==> src/verilog/his_pkg.sv <==
package his_pkg;

    // array dimensions

    // bins in one pixel histogram
    localparam int BIN_NUM = 16;
    // pixels held in each bank
    localparam int PIXEL_NUM = 4;
    // events per pixel in one acquisition
    localparam int DATA_NUM = 4;
    // acquisitions that make up a frame
    localparam int ACQ_NUM = 2;

    // output flow control

    // credits held by the readout after reset
    localparam int CREDIT_MAX = 4;

    // counter width

    // one bin sees at most DATA_NUM * ACQ_NUM hits per frame
    localparam int COUNT_W = 8;

    // shared vector types

    // timing bin index from the front end
    typedef logic [3:0] bin_t;

    // pixel index inside a bank
    typedef logic [1:0] pixel_t;

    // per-bin photon count
    typedef logic [COUNT_W-1:0] count_t;

    // output credits, must reach CREDIT_MAX
    typedef logic [2:0] credit_t;

endpackage

==> src/verilog/his_sequencer.sv <==
module his_sequencer (
    input  logic              clk,
    input  logic              combin_res,
    // event handshake from the converter
    input  logic              event_valid,
    output logic              event_ready,
    // readout still emptying the previous bank
    input  logic              drain_busy,
    // write side of the bin memory
    output logic              wr_en,
    output his_pkg::pixel_t   wr_pixel,
    // bank that is accumulating
    output logic              his_num,
    // end of frame pulses
    output logic              swap,
    output logic              frame_done
);

    // counter types sized from the package dimensions
    typedef logic [$clog2(his_pkg::DATA_NUM)-1:0] evt_cnt_t;
    typedef logic [$clog2(his_pkg::ACQ_NUM)-1:0]  acq_cnt_t;

    evt_cnt_t         evt_cnt;
    his_pkg::pixel_t  pixel_cnt;
    acq_cnt_t         acq_cnt;

    logic             evt_wrap;
    logic             pixel_wrap;
    logic             acq_wrap;
    logic             last_event;
    logic             frame_end;

    // wrap conditions of the three nested counters
    assign evt_wrap   = (evt_cnt == evt_cnt_t'(his_pkg::DATA_NUM - 1));
    assign pixel_wrap = (pixel_cnt == his_pkg::pixel_t'(his_pkg::PIXEL_NUM - 1));
    assign acq_wrap   = (acq_cnt == acq_cnt_t'(his_pkg::ACQ_NUM - 1));

    // 32nd event of the frame
    assign last_event = evt_wrap && pixel_wrap && acq_wrap;

    // hold the closing event until the other bank is empty
    // otherwise the swap would hand a half drained bank to the writer
    assign event_ready = !(last_event && drain_busy);

    // accepted event goes straight to the memory
    assign wr_en    = event_valid && event_ready;
    assign wr_pixel = pixel_cnt;

    always_ff @(posedge clk or negedge combin_res) begin
        if (!combin_res) begin
            evt_cnt   <= '0;
            pixel_cnt <= '0;
            acq_cnt   <= '0;
            his_num   <= 1'b0;
            frame_end <= 1'b0;
        end else begin
            // pulse by default
            frame_end <= 1'b0;
            if (wr_en) begin
                if (!evt_wrap) begin
                    evt_cnt <= evt_cnt + 1'b1;
                end else begin
                    evt_cnt <= '0;
                    // next pixel after DATA_NUM events
                    if (!pixel_wrap) begin
                        pixel_cnt <= pixel_cnt + 1'b1;
                    end else begin
                        pixel_cnt <= '0;
                        // next acquisition after all pixels
                        if (!acq_wrap) begin
                            acq_cnt <= acq_cnt + 1'b1;
                        end else begin
                            acq_cnt   <= '0;
                            // frame complete, flip banks
                            his_num   <= ~his_num;
                            frame_end <= 1'b1;
                        end
                    end
                end
            end
        end
    end

    // one register drives both frame pulses
    assign swap       = frame_end;
    assign frame_done = frame_end;

endmodule

==> src/verilog/his_bin_memory.sv <==
module his_bin_memory (
    input  logic              clk,
    input  logic              combin_res,
    // increment port, bank given by the sequencer
    input  logic              wr_en,
    input  logic              wr_bank,
    input  his_pkg::pixel_t   wr_pixel,
    input  his_pkg::bin_t     wr_bin,
    // clear-on-read port, always the other bank
    input  logic              rd_en,
    input  his_pkg::pixel_t   rd_pixel,
    input  his_pkg::bin_t     rd_bin,
    output his_pkg::count_t   rd_count,
    // new count after each increment
    output logic              upd_valid,
    output his_pkg::count_t   upd_count
);

    // two banks of PIXEL_NUM histograms, BIN_NUM bins each
    his_pkg::count_t mem [2][his_pkg::PIXEL_NUM][his_pkg::BIN_NUM];

    logic            rd_bank;
    his_pkg::count_t wr_old;
    his_pkg::count_t wr_sum;

    // readout works on the finished bank
    assign rd_bank = ~wr_bank;

    // async read of the bin being hit
    assign wr_old = mem[wr_bank][wr_pixel][wr_bin];
    assign wr_sum = wr_old + 1'b1;

    // async read for the readout
    assign rd_count = mem[rd_bank][rd_pixel][rd_bin];

    // banks never collide, write and clear hit different halves
    always_ff @(posedge clk or negedge combin_res) begin
        if (!combin_res) begin
            // start with empty histograms in both banks
            for (int b = 0; b < 2; b++) begin
                for (int p = 0; p < his_pkg::PIXEL_NUM; p++) begin
                    for (int n = 0; n < his_pkg::BIN_NUM; n++) begin
                        mem[b][p][n] <= '0;
                    end
                end
            end
        end else begin
            // read-modify-write in one cycle
            if (wr_en) begin
                mem[wr_bank][wr_pixel][wr_bin] <= wr_sum;
            end
            // drained word is zeroed for the next frame
            if (rd_en) begin
                mem[rd_bank][rd_pixel][rd_bin] <= '0;
            end
        end
    end

    // update strobe
    always_ff @(posedge clk or negedge combin_res) begin
        if (!combin_res) begin
            upd_valid <= 1'b0;
        end else begin
            upd_valid <= wr_en;
        end
    end

    // update payload, only meaningful with upd_valid
    always_ff @(posedge clk) begin
        if (wr_en) begin
            upd_count <= wr_sum;
        end
    end

endmodule

==> src/verilog/his_readout.sv <==
module his_readout (
    input  logic              clk,
    input  logic              combin_res,
    // start of drain from the sequencer
    input  logic              swap,
    // one credit back from the sink
    input  logic              out_credit,
    // word from the finished bank
    input  his_pkg::count_t   rd_count,
    // high while the finished bank is being emptied
    output logic              drain_busy,
    // read and clear request into the memory
    output logic              rd_en,
    output his_pkg::pixel_t   rd_pixel,
    output his_pkg::bin_t     rd_bin,
    // histogram word stream
    output logic              hist_valid,
    output his_pkg::pixel_t   hist_pixel,
    output his_pkg::bin_t     hist_bin,
    output his_pkg::count_t   hist_count,
    output logic              hist_last
);

    his_pkg::credit_t credit;
    his_pkg::credit_t credit_nxt;
    logic             active;
    logic             rd_last_bin;
    logic             rd_last;

    // end of a pixel and end of the bank
    assign rd_last_bin = (rd_bin == his_pkg::bin_t'(his_pkg::BIN_NUM - 1));
    assign rd_last     = rd_last_bin &&
                         (rd_pixel == his_pkg::pixel_t'(his_pkg::PIXEL_NUM - 1));

    // first word goes in the swap cycle itself
    // no word leaves without a credit in hand
    assign rd_en = (swap || active) && (credit != '0);

    // spend on read, refill on return pulse
    always_comb begin
        credit_nxt = credit;
        if (rd_en) begin
            credit_nxt = credit_nxt - 1'b1;
        end
        if (out_credit) begin
            credit_nxt = credit_nxt + 1'b1;
        end
    end

    always_ff @(posedge clk or negedge combin_res) begin
        if (!combin_res) begin
            credit     <= his_pkg::credit_t'(his_pkg::CREDIT_MAX);
            active     <= 1'b0;
            drain_busy <= 1'b0;
            rd_pixel   <= '0;
            rd_bin     <= '0;
            hist_valid <= 1'b0;
            hist_last  <= 1'b0;
        end else begin
            credit <= credit_nxt;
            // scan runs until the last address is read
            if (rd_en && rd_last) begin
                active <= 1'b0;
            end else if (swap) begin
                active <= 1'b1;
            end
            // busy until the final word has left
            if (swap) begin
                drain_busy <= 1'b1;
            end else if (hist_valid && hist_last) begin
                drain_busy <= 1'b0;
            end
            // bins inside a pixel, then next pixel
            if (rd_en) begin
                if (rd_last_bin) begin
                    rd_bin   <= '0;
                    // pixel index rolls over to 0 after the last pixel
                    rd_pixel <= rd_pixel + 1'b1;
                end else begin
                    rd_bin <= rd_bin + 1'b1;
                end
            end
            hist_valid <= rd_en;
            hist_last  <= rd_en && rd_last;
        end
    end

    // word payload follows the read
    always_ff @(posedge clk) begin
        if (rd_en) begin
            hist_pixel <= rd_pixel;
            hist_bin   <= rd_bin;
            hist_count <= rd_count;
        end
    end

endmodule

==> src/verilog/his_top.sv <==
module his_top (
    input  logic              clk,
    input  logic              combin_res,
    // photon events from the converter
    input  logic              event_valid,
    input  his_pkg::bin_t     event_bin,
    output logic              event_ready,
    // credit return from the sink
    input  logic              out_credit,
    // per-event update report
    output logic              upd_valid,
    output his_pkg::count_t   upd_count,
    // frame status
    output logic              frame_done,
    output logic              his_num,
    // histogram stream
    output logic              hist_valid,
    output his_pkg::pixel_t   hist_pixel,
    output his_pkg::bin_t     hist_bin,
    output his_pkg::count_t   hist_count,
    output logic              hist_last
);

    // sequencer to memory
    logic             wr_en;
    his_pkg::pixel_t  wr_pixel;

    // sequencer and readout
    logic             swap;
    logic             drain_busy;

    // readout to memory
    logic             rd_en;
    his_pkg::pixel_t  rd_pixel;
    his_pkg::bin_t    rd_bin;
    his_pkg::count_t  rd_count;

    // event counting and bank select
    his_sequencer u_sequencer (
        .clk         (clk),
        .combin_res  (combin_res),
        .event_valid (event_valid),
        .drain_busy  (drain_busy),
        .event_ready (event_ready),
        .wr_en       (wr_en),
        .wr_pixel    (wr_pixel),
        .his_num     (his_num),
        .swap        (swap),
        .frame_done  (frame_done)
    );

    // write bank is his_num, read bank the other one
    his_bin_memory u_bin_memory (
        .clk         (clk),
        .combin_res  (combin_res),
        .wr_en       (wr_en),
        .wr_bank     (his_num),
        .wr_pixel    (wr_pixel),
        .wr_bin      (event_bin),
        .rd_en       (rd_en),
        .rd_pixel    (rd_pixel),
        .rd_bin      (rd_bin),
        .rd_count    (rd_count),
        .upd_valid   (upd_valid),
        .upd_count   (upd_count)
    );

    // drains the finished bank under credits
    his_readout u_readout (
        .clk         (clk),
        .combin_res  (combin_res),
        .swap        (swap),
        .out_credit  (out_credit),
        .rd_count    (rd_count),
        .drain_busy  (drain_busy),
        .rd_en       (rd_en),
        .rd_pixel    (rd_pixel),
        .rd_bin      (rd_bin),
        .hist_valid  (hist_valid),
        .hist_pixel  (hist_pixel),
        .hist_bin    (hist_bin),
        .hist_count  (hist_count),
        .hist_last   (hist_last)
    );

endmodule

==> config.mk <==
export PLATFORM = sky130hd
export DESIGN_NAME = his_top
export DESIGN_NICKNAME = d
export VERILOG_FILES = /design/src/verilog/his_pkg.sv /design/src/verilog/his_sequencer.sv /design/src/verilog/his_bin_memory.sv /design/src/verilog/his_readout.sv /design/src/verilog/his_top.sv
export SDC_FILE = /design/constraint.sdc
export NUM_CORES = 2
export LEC_CHECK = 0
export BUFFER_PORTS_ARGS = -buffer_cell sky130_fd_sc_hd__buf_4
export CAP_MARGIN = 20
export CORE_ASPECT_RATIO = 0.9
export CORE_MARGIN = 10
export CORE_UTILIZATION = 23
export CTS_BUF_LIST = sky130_fd_sc_hd__clkbuf_4 sky130_fd_sc_hd__clkbuf_8
export DETAILED_ROUTE_END_ITERATION = 16
export HOLD_SLACK_MARGIN = 0.1
export PLACE_DENSITY = 0.49
export SYNTH_ARGS = -nofsm -noshare
export SYNTH_HDL_FRONTEND = slang
export SYNTH_SLANG_ARGS = --single-unit
==> constraint.sdc <==
create_clock -name clk -period 3.7 [get_ports clk]
set_input_delay 0.37 -clock clk [delete_from_list [all_inputs] [get_ports clk]]
set_output_delay 0.37 -clock clk [all_outputs]
set_load 0.02 [all_outputs]
; Word-level counts from Yosys, hierarchy flattened
; Index checks and enable logic that the tools add are counted.
[totals]
register_bits = 1067
wordCells = 248
output_inout_bits = 28
[classes]
n_addsub = 8
n_eq_ne = 4
n_bitwise = 9
magnitude_cmp = 12
n_reduce_logical = 23
mux = 47
[op_table]
columns = op, count
row1 = $mux 512, 8
row2 = $mux 1024, 2
row3 = $and 1024x1024->1024, 1
row4 = $bwmux 1024, 1
row5 = $demux 512 s1, 2
row6 = $not 1024->1024, 1
row7 = $mux 128, 6
row8 = $bmux 128 s2, 2
row9 = $demux 128 s2, 2
row10 = $bmux 8 s4, 2
row11 = $demux 8 s4, 2
row12 = $mux 8, 6
row13 = $logic_and 1x1->1, 14
row14 = $ge 5x5->1 const B, 2
row15 = $lt 5x1->1 const B, 2
row16 = $not 4->5, 2
row17 = $mux 1, 9
row18 = $add 8x1->8 const B, 1
row19 = $add 2x1->2 const B, 3
row20 = $eq 2x2->1 const B, 3
row21 = $ge 3x3->1 const B, 2
row22 = $lt 3x1->1 const B, 2
row23 = $mux 3, 2
row24 = $not 2->3, 2
row25 = other kinds (18), 24

; Logic depth before layout (Yosys ltp)
[depth]
depth_word = 15
ltp_mapped = 18
depth_no_buf = 10

; Modules after synthesis
; Synthesis repeated with hierarchy kept, for this count alone.
[unflattened]
cells_unflattened = 5987
hier_area_um2 = 60900.9
[modules_own_cells]
columns = module, area_each_um2, cells_each, seq_area_each_um2, instances
row1 = his_bin_memory, 59533.3, 5891, 25889.8, 1
row2 = his_readout, 1042.2, 69, 747.0, 1
row3 = his_sequencer, 325.3, 27, 175.2, 1

; Worst setup path after synthesis
; Ideal clock, no wire load.
[synth_timing]
path_type = register to register
start = register u_sequencer.his_num
end = register u_bin_memory.upd_count[6] (data pin)
arrival_time_ns = 3.572
slack_ns = -0.128
stages_incl_launch_ff = 17
path_cell_list = dfrtp_1 > buf_6 > buf_12 > buf_8 > mux4_2 > a22oi_1 > a21oi_1 > nor4b_1 > nor4_4 > buf_2 > ha_1 > and3_1 > nor3b_1 > xor2_1 > buf_2 > buf_2 > inv_1
[synth_via]
elab_chain_cells = 11
[synth_lines]
columns = item, line_no
row1 = start: declaration, his_sequencer.sv:13  ; output logic his_num,
row2 = start signal: assignment, his_sequencer.sv:75  ; his_num <= ~his_num;
row3 = $not 1->2 (not written as such), his_bin_memory.sv:30  ; assign wr_old = mem[wr_bank][wr_pixel][wr_bin];
row4 = $mux 512 (not written as such) (3 in a row), his_bin_memory.sv:30
row5 = $bmux 128 s2, his_bin_memory.sv:30
row6 = $mux 128 (not written as such) (2 in a row), his_bin_memory.sv:30
row7 = $bmux 8 s4, his_bin_memory.sv:30
row8 = $mux 8 (not written as such) (2 in a row), his_bin_memory.sv:30
row9 = $add 8x1->8, his_bin_memory.sv:31  ; assign wr_sum = wr_old + 1'b1;
row10 = net u_bin_memory.wr_sum[6], his_bin_memory.sv:24  ; his_pkg::count_t wr_sum;
row11 = end signal: assignment, his_bin_memory.sv:71  ; upd_count <= wr_sum;
row12 = end: declaration, his_bin_memory.sv:16  ; output his_pkg::count_t upd_count
; The timed path passes the listed nets, and every way through them passes these cells. The select of a mux whose other input is x is not followed.
; A chain may end at the register's enable or synchronous reset.

; Worst setup path in the final report
[layout_timing]
start = register u_sequencer.his_num
end = register u_bin_memory.mem[991] (netlist name)
[layout_via]
elab_chain_cells = 15
[layout_lines]
columns = item, line_no
row1 = $not 1->2 (not written as such), "his_bin_memory.sv:30, his_bin_memory.sv:50"
row2 = $mux 512 (not written as such) (3 in a row), his_bin_memory.sv:30
row3 = $bmux 128 s2, his_bin_memory.sv:30
row4 = $mux 128 (not written as such) (2 in a row), his_bin_memory.sv:30
row5 = $bmux 8 s4, his_bin_memory.sv:30
row6 = $mux 8 (not written as such) (2 in a row), his_bin_memory.sv:30
row7 = $add 8x1->8, his_bin_memory.sv:31
row8 = $bwmux 1024, his_bin_memory.sv:50  ; mem[wr_bank][wr_pixel][wr_bin] <= wr_sum;
row9 = $mux 1024, his_bin_memory.sv:49  ; if (wr_en) begin
row10 = $and 1024x1024->1024 (no source line), --
row11 = $mux 1024 *, his_bin_memory.sv:53  ; if (rd_en) begin
row12 = end signal: indexed assignment, his_bin_memory.sv:50
row13 = end: declaration, his_bin_memory.sv:20  ; his_pkg::count_t mem [2][his_pkg::PIXEL_NUM][his_pkg::BIN_NUM];
; Mark *: on every way between the ends. The rest lies on a longest branch, timed or not. The select of a mux whose other input is x is not followed.

==> qor.txt <==
Vias in the first global route: 50400
CP startpoint kind: register
Clock sink count: 1067
Hold Crit Class: primary input to register
Slew @ Worst Pin: 1.17 ns
First-pass GRT wire length: 382000 um
Status: finished with violations
Ys flop type: dfrtp_1
RSZ-0062 raised after global routing: true
Worst-Skew Late Latency: 1.00 ns
Seq/Total Area, Yosys: 43.7%
Max Cap Viol: 0
Met2 GRT Util: 26.2%
Min Tclk post-route: 4.11 ns
Final period util: 111%
CP Data Arrival Time: 4.91 ns
RePlAce Congestion: 0.912
Setup ws final: -0.412 ns
Die Y: 510 um
First-pass iteration count of the detailed router: 5
Critical Path Sink Type: register
Mapped Area: 61400 um2
Largest net degree at the start of global routing: 87
Routed WL per cell: 28.2 um
R2R depth: 16
CP most frequent cell: buf_12
Family with the most delay on the worst path: buffers and inverters
Setup TNS Final: -147.53 ns
Cell depth of the worst setup path: 16
Initial core utilization: 23.2%
Post-Route WL: 270000 um
Busiest grt layer: met2
Net count after synthesis: 5484
Synth top cells by count: dfrtp_1 (1044), nor2_1 (928), mux4_2 (555), a21oi_1 (421), a211oi_1 (416)
Number of port buffers: 35
IO Count: 36
Worst slack at placement: -0.656 ns
Crit path kind: register to register
Hold Path Stages: 3
Htree depth: 4
Hold Worst Slack: 0.207 ns
Syn_area_per_cell: 11.2 um2
Slew Limit Fails: 0
Met3 Track Usage GR: 4.49%
Placement Cell Area: 70000 um2
Dpl hpwl: 183000 um
CTS tree: done
Failing checks: setup timing
Crit path largest cell delay: 0.55 ns
Total track usage: 17.9%
Max Freq: 243 MHz
Yosys warns: 0
Yosys top cell area share: 42.6%
Fin util: 29.1%
Distinct cell type count after synthesis: 57
FF+latch count, synth: 1067
Final Setup Violations: 753
DR iter-0 viols: 6660
EDFF count, synth: 22
Gr ovfl total: 0
Layout Nets: 5895
Post-route antenna net violation count: 0
Synth Instances: 5459
Fin. Hold Viols: 0
Total die area: 288000 um2
Max VDD drop: 0.000655 V
Die X: 565 um
CTS Buffer Depth: 3
Required @ worst endpoint: 4.50 ns
Post-DR vias/cell: 5.50
Leak pwr: 30.2 nW
FILL cells: 27100
CP bufs+invs: 7
Via count: 52600
Core area: 265000 um2
Worst path slowest cell: dfrtp_4
TritonCTS buffer count: 193
Fraction of registers with async set/reset: 97.9%
Clock skew: 0.0622 ns
Most common cell in the netlist: dfrtp_1
Fraction of layout cells with a size suffix above 1: 33.7%
CP max FO: 11
DR DRC count: 0
CTS root buf: clkbuf_8
Top post-synthesis cells by area: dfrtp_1 (43%), mux4_2 (20%), nor2_1 (5.7%)
Num rows: 179
Met1 Use GR: 25.1%
Slew HR: 21.8%
Worst-path cell chain: buf_12 -> buf_12 -> buf_12 -> buf_8 -> mux4_2 -> nand3_2 -> a31oi_4 -> a2111oi_4 -> nor4_4 -> nand4_1 -> nor4_4 -> buf_6 -> buf_16 -> buf_16 -> mux2i_4 -> nor3_2
Final Cell Area: 77100 um2
Pwr dens: 778 nW/um2
P&R area growth vs syn: 25.6%
Antenna violations before repair: 16
Clock slew at reported path FFs: 0.06 ns
Area leader, netlist: dfrtp_1
where the power goes:
group	switching (mW)	total, mW	internal, mW
Combinational	16.4	29.2	12.8
Sequential	2.87	18.0	15.1
Clock	5.64	12.8	7.17
through the flow:
| stage | instances | power [mW] |
|---|---|---|
| after global routing | 9560 | 61.9 |
| final | 9565 | 60.0 |
| after CTS | 9510 | 58.8 |
| after global placement | 9083 | 44.2 |
| after floorplan | 5459 | 31.6 |
| after detailed placement | 9098 | 44.6 |
sequential cells by signal, indices dropped and copies added (netlist names), 2 cells and up:
name	count
u_readout.credit	3
u_sequencer.wr_pixel	2
u_readout.hist_bin	4
u_readout.hist_count	8
u_sequencer.evt_cnt	2
u_readout.rd_pixel	2
u_readout.hist_pixel	2
u_readout.rd_bin	4
u_bin_memory.upd_count	8
u_bin_memory.mem	1024
final timing paths:
| kind | from | endpoint | slack (ns) |
|---|---|---|---|
| worst min-delay path | out_credit | u_readout.credit[0] | 0.21 |
| worst min register to register | u_sequencer.evt_cnt[0] | u_sequencer.evt_cnt[0] | 0.49 |
| worst max register to register | u_sequencer.his_num | u_bin_memory.mem[991] | -0.41 |
| min in group asynchronous | combin_res | u_bin_memory.mem[675] | 0.39 |
| worst max-delay path | u_sequencer.his_num | u_bin_memory.mem[991] | -0.41 |
| max in group asynchronous | combin_res | u_sequencer.wr_pixel[0] | 2.56 |
cells by family after synthesis:
| group | Yosys count | share of synthesized area, % |
|---|---|---|
| buffers and inverters | 579 | 4.73 |
| adders and majority gates | 17 | 0.347 |
| AOI/OAI and AO/OA | 1340 | 13.8 |
| and+or+nand+nor | 1533 | 10.9 |
| DFF | 1067 | 43.7 |
| xor gates and xnor gates | 13 | 0.185 |
| muxes | 910 | 26.3 |
timing repair:
action	CTS	global route
cloned	11	13
pin swaps	46	16
hold buffers	4	0
hold endpoints to repair	664	0
buffers inserted	53	18
setup endpoints to repair	903	802
gates resized for setup	139	142
worst reg2reg max path, stage by stage, from the launching register on:
cell       delay [ns]
dfrtp_4          0.55
buf_12           0.16
buf_12           0.12
buf_12           0.15
buf_8            0.15
mux4_2           0.44
nand3_2          0.13
a31oi_4          0.21
a2111oi_4        0.09
nor4_4           0.38
nand4_1          0.24
nor4_4           0.37
buf_6            0.21
buf_16           0.24
buf_16           0.21
mux2i_4          0.25
nor3_2           0.06
area by class of cell:
type                       instances  area, um2  area share [%]
sequential                      1067      26800            34.8
antenna                            9       22.5          0.0292
inverter                          21       82.6           0.107
clock inverter                    31        385           0.500
clock buffer                     321       3960            5.14
multi-input combinational       3813      32900            42.7
timing repair buffer             774       8510            11.0
tap                             3529       4420            5.73
cells in the final DEF, fill, tap and decap left out, types with 25 or more instances in the layout:
cell type  Yosys  layout
nand3_1       36      29
nor3_2       108     112
mux2_2        53      51
mux2i_1      299     241
a211oi_2       0      31
buf_12        20     140
buf_4         15     547
mux4_2       555     556
clkbuf_4       0      73
buf_6          6      37
o21ai_0       44      41
dfrtp_1     1044    1039
mux2i_2        0      33
a211oi_1     416     385
o22ai_1      380     380
mux2i_4        0      25
nor2_1       928     923
clkbuf_8       0     248
a21oi_1      421     411
nand2_1      378     373
per-layer routing:
metal  vias up  wire, um
met1     27200    113000
met4         6     12300
li1      21600         -
met3       631     28300
met2      3213    116000
met5         -        31
Power figures use the tool's default switching activity.
